<file path="src/logic/backend_pkg.sv">
package backend_pkg;

    localparam int NUM_AREG  = 8;
    localparam int NUM_PREG  = 16;
    localparam int ROB_DEPTH = 8;
    localparam int IQ_DEPTH  = 4;

    typedef logic [15:0] data_t;
    typedef logic [2:0]  areg_t;
    typedef logic [3:0]  preg_t;
    typedef logic [2:0]  rob_idx_t;

    // bit 3 set means rs2 slot holds an immediate
    typedef enum logic [3:0] {
        OP_ADD  = 4'h0,
        OP_SUB  = 4'h1,
        OP_AND  = 4'h2,
        OP_XOR  = 4'h3,
        OP_ADDI = 4'h8,
        OP_ANDI = 4'h9
    } alu_op_t;

    typedef struct packed {
        alu_op_t     opcode;
        areg_t       rd;
        areg_t       rs1;
        areg_t       rs2;
        logic [2:0]  unused;
    } inst_r_t;

    typedef struct packed {
        alu_op_t           opcode;
        areg_t             rd;
        areg_t             rs1;
        logic signed [5:0] imm;
    } inst_i_t;

    typedef union packed {
        inst_r_t r;
        inst_i_t i;
    } inst_t;

    typedef struct packed {
        alu_op_t  op;
        preg_t    prd;
        preg_t    prs1;
        preg_t    prs2;
        logic     rs2_imm;
        data_t    imm;      // already sign extended
        rob_idx_t rob_idx;
    } iq_entry_t;

endpackage

</file>
<file path="src/logic/backend_if.sv">
`timescale 1ns/1ns

interface dispatch_if;
    logic                   valid;
    backend_pkg::iq_entry_t entry;
    backend_pkg::areg_t     areg;
    backend_pkg::preg_t     old_prd;
    logic                   src1_ready;
    logic                   src2_ready;
    backend_pkg::rob_idx_t  rob_idx;    // rob tail

    modport rename_side (
        output valid, entry, areg, old_prd, src1_ready, src2_ready,
        input  rob_idx
    );
    modport rob_side (
        input  valid, areg, old_prd,
        output rob_idx
    );
    modport iq_side (
        input valid, entry, src1_ready, src2_ready, rob_idx
    );
endinterface

interface wb_if;
    logic                  en;
    backend_pkg::preg_t    prd;
    backend_pkg::rob_idx_t rob_idx;
    backend_pkg::data_t    data;

    modport source (output en, prd, rob_idx, data);
    modport sink   (input  en, prd, rob_idx, data);
endinterface

</file>
<file path="src/logic/rename.sv">
`timescale 1ns/1ns

module rename #(
    parameter int NUM_AREG = backend_pkg::NUM_AREG,
    parameter int NUM_PREG = backend_pkg::NUM_PREG
) (
    input  logic                clk,
    input  logic                rst,
    input  logic                inst_valid,
    input  backend_pkg::inst_t  inst,
    output logic                stall,
    dispatch_if.rename_side     dis,
    wb_if.sink                  wb,
    input  logic                free_en,
    input  backend_pkg::preg_t  free_preg,
    input  logic                rob_full,
    input  logic                iq_full
);
    localparam int PW = $clog2(NUM_PREG);

    backend_pkg::preg_t     rat_q  [NUM_AREG];
    backend_pkg::preg_t     fl_mem [NUM_PREG];
    logic [NUM_PREG-1:0]    busy_q;
    logic [PW-1:0]          fl_head;
    logic [PW-1:0]          fl_tail;
    logic [PW:0]            fl_count;

    logic                   accept;
    logic                   is_imm;
    backend_pkg::data_t     imm_ext;
    backend_pkg::preg_t     prs1;
    backend_pkg::preg_t     prs2;
    backend_pkg::preg_t     new_prd;

    logic                   dis_valid_q;
    backend_pkg::iq_entry_t ent_q;
    backend_pkg::areg_t     areg_q;
    backend_pkg::preg_t     old_prd_q;
    logic                   s1_q;
    logic                   s2_q;

    assign is_imm  = inst.r.opcode[3];
    assign imm_ext = {{10{inst.i.imm[5]}}, inst.i.imm};
    assign prs1    = rat_q[inst.r.rs1];
    assign prs2    = rat_q[inst.r.rs2];
    assign new_prd = fl_mem[fl_head];

    assign stall  = rob_full | iq_full | (fl_count == '0);
    assign accept = inst_valid & ~stall;

    // free list, busy table and alias table
    always_ff @(posedge clk) begin
        if (rst) begin
            for (int i = 0; i < NUM_AREG; i++) begin
                rat_q[i] <= backend_pkg::preg_t'(i);
            end
            for (int i = 0; i < NUM_PREG - NUM_AREG; i++) begin
                fl_mem[i] <= backend_pkg::preg_t'(NUM_AREG + i);
            end
            busy_q   <= '0;
            fl_head  <= '0;
            fl_tail  <= PW'(NUM_PREG - NUM_AREG);
            fl_count <= (PW + 1)'(NUM_PREG - NUM_AREG);
        end else begin
            if (wb.en) begin
                busy_q[wb.prd] <= 1'b0;
            end
            if (accept) begin
                busy_q[new_prd]     <= 1'b1;
                rat_q[inst.r.rd]    <= new_prd;
                fl_head <= (fl_head == PW'(NUM_PREG - 1)) ? '0 : fl_head + 1'b1;
            end
            if (free_en) begin
                fl_mem[fl_tail] <= free_preg;
                fl_tail <= (fl_tail == PW'(NUM_PREG - 1)) ? '0 : fl_tail + 1'b1;
            end
            fl_count <= fl_count + (PW + 1)'(free_en) - (PW + 1)'(accept);
        end
    end

    always_ff @(posedge clk) begin
        if (rst) begin
            dis_valid_q <= 1'b0;
        end else begin
            dis_valid_q <= accept;
        end
    end

    always_ff @(posedge clk) begin
        if (accept) begin
            ent_q.op      <= inst.r.opcode;
            ent_q.prd     <= new_prd;
            ent_q.prs1    <= prs1;
            ent_q.prs2    <= prs2;
            ent_q.rs2_imm <= is_imm;
            ent_q.imm     <= imm_ext;
            ent_q.rob_idx <= '0;                // filled at dispatch
            areg_q        <= inst.r.rd;
            old_prd_q     <= rat_q[inst.r.rd];
            s1_q <= ~busy_q[prs1] | (wb.en && wb.prd == prs1);
            s2_q <= ~busy_q[prs2] | (wb.en && wb.prd == prs2);
        end
    end

    assign dis.valid   = dis_valid_q;
    assign dis.areg    = areg_q;
    assign dis.old_prd = old_prd_q;
    // catch a writeback landing in the dispatch cycle
    assign dis.src1_ready = s1_q | (wb.en && wb.prd == ent_q.prs1);
    assign dis.src2_ready = s2_q | (wb.en && wb.prd == ent_q.prs2);

    always_comb begin
        dis.entry         = ent_q;
        dis.entry.rob_idx = dis.rob_idx;
    end

endmodule

</file>
<file path="src/logic/rob.sv">
`timescale 1ns/1ns

module rob #(
    parameter int ROB_DEPTH = backend_pkg::ROB_DEPTH
) (
    input  logic                clk,
    input  logic                rst,
    dispatch_if.rob_side        dis,
    wb_if.sink                  wb,
    output logic                rob_full,
    output logic                free_en,
    output backend_pkg::preg_t  free_preg,
    output logic                commit_en,
    output backend_pkg::areg_t  commit_areg,
    output backend_pkg::data_t  commit_data
);
    localparam int CW = $clog2(ROB_DEPTH + 1);

    backend_pkg::areg_t    areg_q    [ROB_DEPTH];
    backend_pkg::preg_t    old_prd_q [ROB_DEPTH];
    backend_pkg::data_t    data_q    [ROB_DEPTH];
    logic [ROB_DEPTH-1:0]  done_q;
    backend_pkg::rob_idx_t head;
    backend_pkg::rob_idx_t tail;
    logic [CW-1:0]         count;
    logic                  retire;

    assign retire      = (count != '0) && done_q[head];
    assign rob_full    = (count + dis.valid) >= ROB_DEPTH;  // room kept for pending dispatch
    assign dis.rob_idx = tail;

    always_ff @(posedge clk) begin
        if (dis.valid) begin
            areg_q[tail]    <= dis.areg;
            old_prd_q[tail] <= dis.old_prd;
        end
        if (wb.en) begin
            data_q[wb.rob_idx] <= wb.data;
        end
    end

    always_ff @(posedge clk) begin
        if (rst) begin
            head      <= '0;
            tail      <= '0;
            count     <= '0;
            done_q    <= '0;
            commit_en <= 1'b0;
            free_en   <= 1'b0;
        end else begin
            if (dis.valid) begin
                done_q[tail] <= 1'b0;
                tail <= (tail == backend_pkg::rob_idx_t'(ROB_DEPTH - 1)) ? '0 : tail + 1'b1;
            end
            if (wb.en) begin
                done_q[wb.rob_idx] <= 1'b1;
            end
            if (retire) begin
                head <= (head == backend_pkg::rob_idx_t'(ROB_DEPTH - 1)) ? '0 : head + 1'b1;
            end
            count     <= count + CW'(dis.valid) - CW'(retire);
            commit_en <= retire;
            free_en   <= retire;
        end
    end

    always_ff @(posedge clk) begin
        if (retire) begin
            commit_areg <= areg_q[head];
            commit_data <= data_q[head];
            free_preg   <= old_prd_q[head];  // previous mapping of rd
        end
    end

endmodule

</file>
<file path="src/logic/issue_queue.sv">
`timescale 1ns/1ns

module issue_queue #(
    parameter int IQ_DEPTH = backend_pkg::IQ_DEPTH
) (
    input  logic                    clk,
    input  logic                    rst,
    dispatch_if.iq_side             dis,
    wb_if.sink                      wb,
    output logic                    iq_full,
    output logic                    issue_en,
    output backend_pkg::iq_entry_t  issue_entry
);
    localparam int IW = (IQ_DEPTH > 1) ? $clog2(IQ_DEPTH) : 1;

    backend_pkg::iq_entry_t entry_q [IQ_DEPTH];
    backend_pkg::rob_idx_t  age     [IQ_DEPTH];
    logic [IQ_DEPTH-1:0]    valid_q;
    logic [IQ_DEPTH-1:0]    rdy1_q;
    logic [IQ_DEPTH-1:0]    rdy2_q;
    logic [IQ_DEPTH-1:0]    rdy1_now;
    logic [IQ_DEPTH-1:0]    rdy2_now;
    logic [IW-1:0]          sel_idx;
    logic [IW-1:0]          free_idx;
    logic                   sel_found;
    backend_pkg::rob_idx_t  sel_age;

    assign iq_full = ($countones(valid_q) + dis.valid) >= IQ_DEPTH;

    // wakeup from this cycle's writeback
    always_comb begin
        for (int i = 0; i < IQ_DEPTH; i++) begin
            rdy1_now[i] = rdy1_q[i] | (wb.en && wb.prd == entry_q[i].prs1);
            rdy2_now[i] = rdy2_q[i] | (wb.en && wb.prd == entry_q[i].prs2);
            age[i]      = entry_q[i].rob_idx - dis.rob_idx;  // smaller is older
        end
    end

    always_comb begin
        sel_found = 1'b0;
        sel_idx   = '0;
        sel_age   = '0;
        for (int i = 0; i < IQ_DEPTH; i++) begin
            if (valid_q[i] && rdy1_now[i] && rdy2_now[i] &&
                (!sel_found || age[i] < sel_age)) begin
                sel_found = 1'b1;
                sel_idx   = IW'(i);
                sel_age   = age[i];
            end
        end
    end

    // lowest empty slot
    always_comb begin
        free_idx = '0;
        for (int i = IQ_DEPTH - 1; i >= 0; i--) begin
            if (!valid_q[i]) begin
                free_idx = IW'(i);
            end
        end
    end

    assign issue_en    = sel_found;
    assign issue_entry = entry_q[sel_idx];

    always_ff @(posedge clk) begin
        if (rst) begin
            valid_q <= '0;
            rdy1_q  <= '0;
            rdy2_q  <= '0;
        end else begin
            rdy1_q <= rdy1_now;
            rdy2_q <= rdy2_now;
            if (sel_found) begin
                valid_q[sel_idx] <= 1'b0;
            end
            if (dis.valid) begin
                valid_q[free_idx] <= 1'b1;
                rdy1_q[free_idx]  <= dis.src1_ready;
                rdy2_q[free_idx]  <= dis.src2_ready | dis.entry.rs2_imm;
            end
        end
    end

    always_ff @(posedge clk) begin
        if (dis.valid) begin
            entry_q[free_idx] <= dis.entry;
        end
    end

endmodule

</file>
<file path="src/logic/execute.sv">
`timescale 1ns/1ns

module execute #(
    parameter int NUM_PREG = backend_pkg::NUM_PREG
) (
    input  logic                    clk,
    input  logic                    rst,
    input  logic                    issue_en,
    input  backend_pkg::iq_entry_t  issue_entry,
    wb_if.source                    wb
);
    backend_pkg::data_t     prf [NUM_PREG];
    logic                   ex_valid;
    backend_pkg::iq_entry_t ex_q;
    backend_pkg::data_t     op_a;
    backend_pkg::data_t     op_b;
    backend_pkg::data_t     result;
    logic                   wb_en_q;
    backend_pkg::preg_t     wb_prd_q;
    backend_pkg::rob_idx_t  wb_rob_q;
    backend_pkg::data_t     wb_data_q;

    always_ff @(posedge clk) begin
        if (rst) begin
            ex_valid <= 1'b0;
        end else begin
            ex_valid <= issue_en;
        end
        ex_q <= issue_entry;
    end

    assign op_a = prf[ex_q.prs1];
    assign op_b = ex_q.rs2_imm ? ex_q.imm : prf[ex_q.prs2];

    always_comb begin
        case (ex_q.op)
            backend_pkg::OP_ADD,
            backend_pkg::OP_ADDI: result = op_a + op_b;
            backend_pkg::OP_SUB:  result = op_a - op_b;
            backend_pkg::OP_AND,
            backend_pkg::OP_ANDI: result = op_a & op_b;
            backend_pkg::OP_XOR:  result = op_a ^ op_b;
            default:              result = '0;
        endcase
    end

    // regfile write and broadcast share one edge
    always_ff @(posedge clk) begin
        if (rst) begin
            for (int i = 0; i < NUM_PREG; i++) begin
                prf[i] <= '0;
            end
            wb_en_q <= 1'b0;
        end else begin
            if (ex_valid) begin
                prf[ex_q.prd] <= result;
            end
            wb_en_q <= ex_valid;
        end
        wb_prd_q  <= ex_q.prd;
        wb_rob_q  <= ex_q.rob_idx;
        wb_data_q <= result;
    end

    assign wb.en      = wb_en_q;
    assign wb.prd     = wb_prd_q;
    assign wb.rob_idx = wb_rob_q;
    assign wb.data    = wb_data_q;

endmodule

</file>
<file path="src/logic/backend.sv">
`timescale 1ns/1ns

module backend #(
    parameter int NUM_AREG  = backend_pkg::NUM_AREG,
    parameter int NUM_PREG  = backend_pkg::NUM_PREG,
    parameter int ROB_DEPTH = backend_pkg::ROB_DEPTH,
    parameter int IQ_DEPTH  = backend_pkg::IQ_DEPTH
) (
    input  logic                clk,
    input  logic                rst,
    input  logic                inst_valid,
    input  backend_pkg::inst_t  inst,
    output logic                stall,
    output logic                commit_en,
    output backend_pkg::areg_t  commit_areg,
    output backend_pkg::data_t  commit_data
);
    dispatch_if dis();
    wb_if       wb();

    logic                   free_en;
    backend_pkg::preg_t     free_preg;
    logic                   rob_full;
    logic                   iq_full;
    logic                   issue_en;
    backend_pkg::iq_entry_t issue_entry;

    rename #(
        .NUM_AREG (NUM_AREG),
        .NUM_PREG (NUM_PREG)
    ) u_rename (
        .clk        (clk),
        .rst        (rst),
        .inst_valid (inst_valid),
        .inst       (inst),
        .stall      (stall),
        .dis        (dis.rename_side),
        .wb         (wb.sink),
        .free_en    (free_en),
        .free_preg  (free_preg),
        .rob_full   (rob_full),
        .iq_full    (iq_full)
    );

    rob #(
        .ROB_DEPTH (ROB_DEPTH)
    ) u_rob (
        .clk         (clk),
        .rst         (rst),
        .dis         (dis.rob_side),
        .wb          (wb.sink),
        .rob_full    (rob_full),
        .free_en     (free_en),
        .free_preg   (free_preg),
        .commit_en   (commit_en),
        .commit_areg (commit_areg),
        .commit_data (commit_data)
    );

    issue_queue #(
        .IQ_DEPTH (IQ_DEPTH)
    ) u_issue_queue (
        .clk         (clk),
        .rst         (rst),
        .dis         (dis.iq_side),
        .wb          (wb.sink),
        .iq_full     (iq_full),
        .issue_en    (issue_en),
        .issue_entry (issue_entry)
    );

    execute #(
        .NUM_PREG (NUM_PREG)
    ) u_execute (
        .clk         (clk),
        .rst         (rst),
        .issue_en    (issue_en),
        .issue_entry (issue_entry),
        .wb          (wb.source)
    );

endmodule

</file>
<file path="config.mk">
export PLATFORM = sky130hd
export DESIGN_NAME = backend
export DESIGN_NICKNAME = d
export VERILOG_FILES = /design/src/logic/backend_pkg.sv /design/src/logic/backend_if.sv /design/src/logic/rename.sv /design/src/logic/rob.sv /design/src/logic/issue_queue.sv /design/src/logic/execute.sv /design/src/logic/backend.sv
export SDC_FILE = /design/constraint.sdc
export NUM_CORES = 1
export LEC_CHECK = 0
export BUFFER_PORTS_ARGS = -buffer_cell sky130_fd_sc_hd__buf_2
export CORE_MARGIN = 3
export CORE_UTILIZATION = 45
export CTS_CLUSTER_DIAMETER = 150
export DETAILED_ROUTE_END_ITERATION = 7
export PLACE_DENSITY_LB_ADDON = 0.25
export SLEW_MARGIN = 40
export SYNTH_ARGS = -nofsm -noshare
export SYNTH_HDL_FRONTEND = slang
export SYNTH_SLANG_ARGS = --single-unit
</file>
<file path="constraint.sdc">
create_clock -name clk -period 9.8 [get_ports clk]
set_clock_uncertainty 0.1 [all_clocks]
set_input_delay 0.98 -clock clk [delete_from_list [all_inputs] [get_ports clk]]
set_output_delay 0.98 -clock clk [all_outputs]
set_load 0.1 [all_outputs]
</file>
Word level (Yosys, flattened, before mapping)
Memories as Yosys holds them, arrays and structs flattened. A register that Yosys moved wholly into a read port is not among the register bits.
Cells that the tools add are included.
W data, S select, Z words.
{"block": "word_totals", "reg_bits": 114, "mem_bits_rw": 680, "inputBits": 19, "elab_cells": 245, "mem_count": 7}
{"block": "classes", "add_sub_neg": 19, "n_lt_le_gt_ge": 20, "eq_ne": 21, "muxes": 77, "n_bitwise": 30, "n_reduce_logical": 44}
{"name": "u_execute.prf", "depth": 16, "word_bits": 16, "read_ports": 2, "rd_clocked_by_memory_dff": 0, "write_ports": 16, "line": "execute.sv:12", "source": "backend_pkg::data_t prf [NUM_PREG];"}
{"name": "u_issue_queue.entry_q", "depth": 4, "word_bits": 36, "read_ports": 5, "rd_clocked_by_memory_dff": 1, "write_ports": 1, "line": "issue_queue.sv:16", "source": "backend_pkg::iq_entry_t entry_q [IQ_DEPTH];"}
{"name": "u_rob.data_q", "depth": 8, "word_bits": 16, "read_ports": 1, "rd_clocked_by_memory_dff": 1, "write_ports": 1, "line": "rob.sv:21", "source": "backend_pkg::data_t data_q [ROB_DEPTH];"}
{"name": "u_rename.fl_mem", "depth": 16, "word_bits": 4, "read_ports": 1, "rd_clocked_by_memory_dff": 1, "write_ports": 8, "line": "rename.sv:22", "source": "backend_pkg::preg_t fl_mem [NUM_PREG];"}
{"name": "u_rename.rat_q", "depth": 8, "word_bits": 4, "read_ports": 3, "rd_clocked_by_memory_dff": 1, "write_ports": 8, "line": "rename.sv:21", "source": "backend_pkg::preg_t rat_q [NUM_AREG];"}
{"name": "u_rob.old_prd_q", "depth": 8, "word_bits": 4, "read_ports": 1, "rd_clocked_by_memory_dff": 1, "write_ports": 1, "line": "rob.sv:20", "source": "backend_pkg::preg_t old_prd_q [ROB_DEPTH];"}
{"name": "+1 memories"}
{"operator": "$mux W16", "count": 5}
{"operator": "$pmux W16 S4", "count": 1}
{"operator": "$mux W4", "count": 13}
{"operator": "$eq A4 B4 Y1", "count": 12}
{"operator": "$add A32 B1 Y32", "count": 1}
{"operator": "$add A32 B32 Y32", "count": 1}
{"operator": "$and A16 B16 Y16", "count": 2}
{"operator": "$ge A32 B3 Y1 const B", "count": 1}
{"operator": "$ge A32 B4 Y1 const B", "count": 1}
{"operator": "$mux W1", "count": 32}
{"operator": "$logic_and A1 B1 Y1", "count": 30}
{"operator": "$mux W8", "count": 3}
{"operator": "$lt A4 B5 Y1 const B", "count": 4}
{"operator": "$mux W3", "count": 6}
{"operator": "$add A16 B16 Y16", "count": 1}
{"operator": "$eq A4 B4 Y1 const B", "count": 4}
{"operator": "$not A16 Y16", "count": 1}
{"operator": "$or A16 B16 Y16", "count": 1}
{"operator": "$reduce_or A16 Y1", "count": 1}
{"operator": "$sub A16 B16 Y16", "count": 1}
{"operator": "$xor A16 B16 Y16", "count": 1}
{"operator": "$or A1 B1 Y1", "count": 15}
{"operator": "$lt A3 B4 Y1 const B", "count": 3}
{"operator": "$mux W2", "count": 6}
{"operator": "38 further kinds", "count": 65}

Logic depth before layout (Yosys ltp)
An unclocked memory read counts as a cell.
{"block": "depth", "depth_word": 29, "ltp_mapped": 31, "mapped_depth_nobuf": 25}

By module
Synthesis repeated with hierarchy kept, for this count alone.
{"block": "unflattened", "hier_cells": 2800, "area_unflattened_um2": 40453.8}
{"mod": "execute", "instances": 1, "cells_per_inst": 1187, "area_each_um2": 16052.9, "seq_area_each_um2": 8908.5}
{"mod": "rob", "instances": 1, "cells_per_inst": 425, "area_each_um2": 8863.5, "seq_area_each_um2": 6596.3}
{"mod": "rename", "instances": 1, "cells_per_inst": 653, "area_each_um2": 8212.9, "seq_area_each_um2": 4494.3}
{"mod": "issue_queue", "instances": 1, "cells_per_inst": 535, "area_each_um2": 7324.5, "seq_area_each_um2": 4564.4}

Worst setup path after synthesis
OpenSTA, ideal clock, no wires.
{"block": "synth_timing", "path_type": "register -> register", "startpoint": "register u_rob.tail[1], in the netlist u_rob.dis.rob_idx[1]", "endpoint": "register, netlist name u_execute.ex_q[18]", "t_arrival_ps": 6512, "required_ps": 9579, "slack_ps": 3067, "path_stages_with_launch": 29, "period_less_slack_ps": 6733, "cell_sequence": "dfxtp_1 -> inv_1 -> fa_1 -> xor2_1 -> xnor2_1 -> nand2_1 -> ha_1 -> a21o_1 -> nand4_1 -> nand2_1 -> clkbuf_1 -> buf_1 -> nor2_1 -> a31o_2 -> inv_1 -> ha_1 -> a21oi_1 -> a2bb2oi_1 -> o22ai_1 -> clkbuf_1 -> mux2_2 -> ha_1 -> o21a_1 -> o21ai_0 -> o21ai_0 -> or2_2 -> buf_2 -> buf_2 -> mux2_2"}
{"block": "synth_via", "elab_chain_len": 14}
{"item": "from (decl)", "line": "rob.sv:24", "source": "backend_pkg::rob_idx_t tail;"}
{"item": "from (signal assigned)", "line": "rob.sv:53", "source": "tail <= (tail == backend_pkg::rob_idx_t'(ROB_DEPTH - 1)) ? '0 : tail + 1'b1;"}
{"item": "$sub A3 B3 Y3", "line": "issue_queue.sv:35", "source": "age[i] = entry_q[i].rob_idx - dis.rob_idx;"}
{"item": "$mux W3", "line": "issue_queue.sv:44", "source": "if (valid_q[i] && rdy1_now[i] && rdy2_now[i] &&"}
{"item": "$lt A3 B3 Y1", "line": "issue_queue.sv:45", "source": "(!sel_found || age[i] < sel_age)) begin"}
{"item": "$logic_or A1 B1 Y1", "line": "issue_queue.sv:45"}
{"item": "$logic_and A1 B1 Y1", "line": "issue_queue.sv:44"}
{"item": "$mux W3 or $mux W1 (tied branches)", "line": "issue_queue.sv:44"}
{"item": "$lt A3 B3 Y1 or $logic_not A1 Y1 (tied branches)", "line": "issue_queue.sv:45"}
{"item": "$logic_or A1 B1 Y1", "line": "issue_queue.sv:45"}
{"item": "$logic_and A1 B1 Y1", "line": "issue_queue.sv:44"}
{"item": "$mux W3 or $mux W1 (tied branches)", "line": "issue_queue.sv:44"}
{"item": "$lt A3 B3 Y1 or $logic_not A1 Y1 (tied branches)", "line": "issue_queue.sv:45"}
{"item": "$logic_or A1 B1 Y1", "line": "issue_queue.sv:45"}
{"item": "$logic_and A1 B1 Y1", "line": "issue_queue.sv:44"}
{"item": "$mux W2 *", "line": "issue_queue.sv:44"}
Every way passes the cells marked *; elsewhere a longest branch is shown, timed or not.
A chain may end at the register's enable or synchronous reset.

Worst setup path in the final report
{"block": "layout_timing", "startpoint": "register u_execute.wb_prd_q[3], in the netlist u_execute.wb.prd[3]", "endpoint": "register, netlist name u_execute.ex_q[22]"}
{"block": "layout_via", "elab_chain_len": 18}
{"item": "from (decl)", "line": "execute.sv:19", "source": "backend_pkg::preg_t wb_prd_q;"}
{"item": "from (signal assigned)", "line": "execute.sv:60", "source": "wb_prd_q <= ex_q.prd;"}
{"item": "$eq A4 B4 Y1", "line": "issue_queue.sv:33", "source": "rdy1_now[i] = rdy1_q[i] | (wb.en && wb.prd == entry_q[i].prs1);"}
{"item": "$logic_and A1 B1 Y1", "line": "issue_queue.sv:33"}
{"item": "$or A1 B1 Y1", "line": "issue_queue.sv:33"}
{"item": "$logic_and A1 B1 Y1 (2 in series)", "line": "issue_queue.sv:44"}
{"item": "$mux W3 or $mux W1 (tied branches)", "line": "issue_queue.sv:44"}
{"item": "$lt A3 B3 Y1 or $logic_not A1 Y1 (tied branches)", "line": "issue_queue.sv:45"}
{"item": "$logic_or A1 B1 Y1", "line": "issue_queue.sv:45"}
{"item": "$logic_and A1 B1 Y1", "line": "issue_queue.sv:44"}
{"item": "$mux W3 or $mux W1 (tied branches)", "line": "issue_queue.sv:44"}
{"item": "$lt A3 B3 Y1 or $logic_not A1 Y1 (tied branches)", "line": "issue_queue.sv:45"}
{"item": "$logic_or A1 B1 Y1", "line": "issue_queue.sv:45"}
{"item": "$logic_and A1 B1 Y1", "line": "issue_queue.sv:44"}
{"item": "$mux W3 or $mux W1 (tied branches)", "line": "issue_queue.sv:44"}
{"item": "$lt A3 B3 Y1 or $logic_not A1 Y1 (tied branches)", "line": "issue_queue.sv:45"}
{"item": "$logic_or A1 B1 Y1", "line": "issue_queue.sv:45"}
{"item": "$logic_and A1 B1 Y1", "line": "issue_queue.sv:44"}
{"item": "$mux W2 *", "line": "issue_queue.sv:44"}
Marks and branches as above.

==> impl_results.md <==
* Leading area contributor after synthesis: edfxtp_1
* Total DRC errors in the routed layout at 0
* Net switching power at between 2 and 3 mW
* Clock buffers created by TritonCTS at between 80 and 90
* Number of synthesized flops with an enable pin at 690
* Worst endpoint data arrival time at 7.48 ns
* Synthesized net count at about 2600
* Transition time at the pin with the least slew margin at between 0.8 and 0.9 ns
* Portion of total power attributed to the clock network at a little over a third
* Remaining Overflow, GRT at 0
* Flops & latches, synth at around 810
* Top-level I/O count at 40
* Post-synthesis to final-layout area growth at 12.2%
* Standard-cell row count at approximately 110
* Avg Inst Size Synth at roughly 15 um2
* Shortest clock period the worst path allows after layout at 7.07 ns
* Maximum achievable frequency at between 0.1 and 0.15 GHz
* Post-synth top flop: edfxtp_1
* Cells along the critical path: xor2_1 > nor3_1 > a31o_2 > and3_1 > nand2_1 > ha_1 > a21o_1 > a21o_1 > nand4_1 > nand2_1 > a31o_2 > inv_1 > ha_1 > a21oi_1 > a2bb2oi_1 > o22ai_4 > buf_4 > mux2i_1 > ha_1 > o21a_1 > o21ai_0 > a211oi_1 > or2_2 > mux2_2
* Crit-path max cell delay at approximately 0.84 ns
* Worst max-slew margin expressed relative to the limit at a little under half
* Average vias per placed instance at ~5.9
* Total of endpoints with negative setup slack in the final report at 0
* Die Height at just under 300 um
* Result of the run: complete, no violations
* Critical Path Sink Type: register
* Top cells by area, synth: edfxtp_1 55%, mux4_2 13%, dfxtp_1 6.2%
* Root Buffer: clkbuf_16
* Horizontal die dimension at just under 300 um
* I/O Buffers at 39
* First-pass GRT wire length at approximately 140000 um
* Instance count of the mapped netlist at roughly 2600
* # Post-CTS Setup Buffers at 0
* Worst hold slack at around 0.23 ns
* WL/cell at between 20 and 30 um
* Share of the synthesized area in the top cell type at between 50% and 60%
* Post-synth cell types at 80
* Crit path launch type: register
* Total wirelength of the detailed-routed design at about 95000 um
* Total half-perimeter wirelength after legalization and detailed placement at about 60000 um
* Clk sinks at 805
* Worst Path Class, Setup: reg -> reg
* Logic gate share of total power at a little under a fifth
* Leading cell type by number of instances after synthesis: edfxtp_1
* Post-route standard cell area excluding fillers at roughly 0.042 mm2
* Synth Cell Area at 0.0374 mm2
* Worst hold-check path type: reg -> reg
* Via count of the first global-routing pass at 23200
* Placed inst area at around 0.039 mm2
* Unrepaired setup endpoints after global routing: false
* Most numerous cell types in the synthesized netlist: 690 x edfxtp_1, 360 x nor2_1, 222 x mux4_2
* Worst Path Max Fanout at 52
* Number of buffers inserted by hold repair at cts at 0
* Number of instances resized during post-cts repair at 0
* Number of warnings reported in the yosys synthesis log at 0
* Clk pin slew, worst setup/hold paths at ~0.060 ns
* Fin. max-slew vios at 0
* Violation count after the first detailed-routing iteration at just under 2000
* Starting Density at about 46%
* Power per Cell Area at between 200 and 250 mW/mm2
* Routability-driven placement congestion ratio at around 0.9
* Antenna cells at 0
* Portion of total power attributed to sequential cells at between 40 and 50%
* Required time of the critical path at a little over 10 ns
* Overall via count from detail_route at ~22000
* GRT Util Overall at 22.3%
* Filler cells at roughly 6800
* Final cycle utilization of the critical path at 72.2%
* Worst voltage drop across the vdd grid at ~0.18 mV
* Largest net degree at the start of global routing at between 60 and 70
* Area of the die at roughly 0.087 mm2
* Number of failing hold endpoints at the final stage at 0
* Largest buffer count on any clock path at 3
* H-tree depth reported by CTS at 3
* Slowest cell on the critical path: dfxtp_1
* Net count reported at finish at 2700
* Core Box Area at between 0.08 and 0.09 mm2
* Internal power component at roughly 6.7 mW
* Most prevalent standard cell on the critical path: ha_1
* Number of antenna violations at the first check in global routing at 1
* Fin Setup TNS at 0 ns
* Final antenna-violating net count at 0
* Fraction of layout instances using a drive strength above 1 at around a quarter
* MaxCap Viol Count at 0
* Worst-skew pair later-pin latency at ~0.65 ns
* FFs w/ async S/R, synth at 0%
* Leak Pwr at roughly 15 nW
* Switching Fraction at 28.4%
* First drt pass iteration count at 5
* Fraction of the yosys area taken by sequential cells at 61.5%
* TritonCTS clock tree: built
## area by class of cell
cell class | instances | area (um2) | share of cell area [%]
inverters | 88 | 330 | 0.786
repair buffers | 131 | 942 | 2.24
multi-input cells | 1492 | 13400 | 32.0
clock buffers | 113 | 2350 | 5.60
clock inverters | 45 | 568 | 1.35
well taps | 1070 | 1340 | 3.19
flip-flops and latches | 805 | 23000 | 54.9
## power groups by stage
stage,registers (mW),clock network [mW],logic [mW]
after floorplan,4.20,0,1.30
after global placement,4.35,0,1.64
after detailed placement,4.37,0,1.68
after CTS,4.30,3.37,1.69
after global routing,4.32,3.51,1.86
final,4.29,3.31,1.70
## final timing paths
check | cells past startpoint | start | slack (ns) | to
max | 24 | u_execute.wb.prd[3] | 2.73 | u_execute.ex_q[22]
min | 0 | u_execute.ex_q[2] | 0.23 | u_execute.wb.rob_idx[2]
max reg2reg | 24 | u_execute.wb.prd[3] | 2.73 | u_execute.ex_q[22]
min reg2reg | 0 | u_execute.ex_q[2] | 0.23 | u_execute.wb.rob_idx[2]
## registers in the layout, indices dropped and copies added (netlist names), 16 cells and up, named ones only
register               cells
u_rename.fl_mem           64
u_rename.dis.entry        22
u_execute.prf            256
u_rob.old_prd_q           32
u_rob.areg_q              24
u_execute.wb.data         16
u_execute.ex_q            25
u_rename.busy_q           16
u_rename.rat_q            32
u_rob.commit_data         16
u_issue_queue.entry_q    100
u_rob.data_q             128
## placed cells by master, fill, tap and decap left out, types with 14 or more instances in the layout
master,n
a21oi_1,72
and2_1,14
and3_1,20
buf_2,39
buf_4,86
clkbuf_1,17
clkbuf_16,86
clkinv_1,15
clkinv_2,15
dfxtp_1,106
edfxtp_1,690
ha_1,71
inv_1,86
mux2_2,60
mux2i_1,83
mux4_2,222
nand2_1,162
nand2b_1,14
nor2_1,349
nor2b_1,18
nor3_1,28
o21ai_0,65
or2_2,24
xnor2_1,43
xor2_1,43
## cells by family (layout without fill, tap and decap cells)
group | count (synthesis) | after routing | share of synthesized area, %
flip-flops | 805 | 805 | 61.5
buffers and inverters | 254 | 377 | 2.98
XOR/XNOR | 86 | 86 | 2.01
AO/OA/AOI/OAI | 253 | 253 | 4.55
multiplexers | 373 | 373 | 17.9
adder cells (fa/ha/maj) | 78 | 78 | 2.75
AND/OR/NAND/NOR | 702 | 702 | 8.30
## critical path: cells and delay by family, from the launching register on
kind / cells / cell delay, ns
AND/OR/NAND/NOR: 6 / 1.95
adder cells (fa/ha/maj): 3 / 0.83
buffers and inverters: 2 / 0.52
XOR/XNOR: 1 / 0.16
AO/OA/AOI/OAI: 10 / 1.95
flip-flops: 1 / 0.84
multiplexers: 2 / 0.57
## through the flow
stage | util, % | cells | setup WS [ns] | total power [mW]
2_1_floorplan | - | 2551 | 3.07 | 5.50
3_3_place_gp | 47.3 | 3579 | 2.82 | 5.99
3_5_place_dp | 47.5 | 3585 | 2.69 | 6.05
4_1_cts | 51.0 | 3743 | 2.67 | 9.36
5_1_grt | 51.1 | 3744 | 2.25 | 9.69
6_report | 51.1 | 3744 | 2.73 | 9.30
## layer usage
layer	GRT usage [%]	routed length [um]
met5	0	0
met4	8.35	3700
met3	3.64	6310
met2	37.3	46900
met1	29.4	38600
No activity file was read; power rests on OpenSTA's default activity.
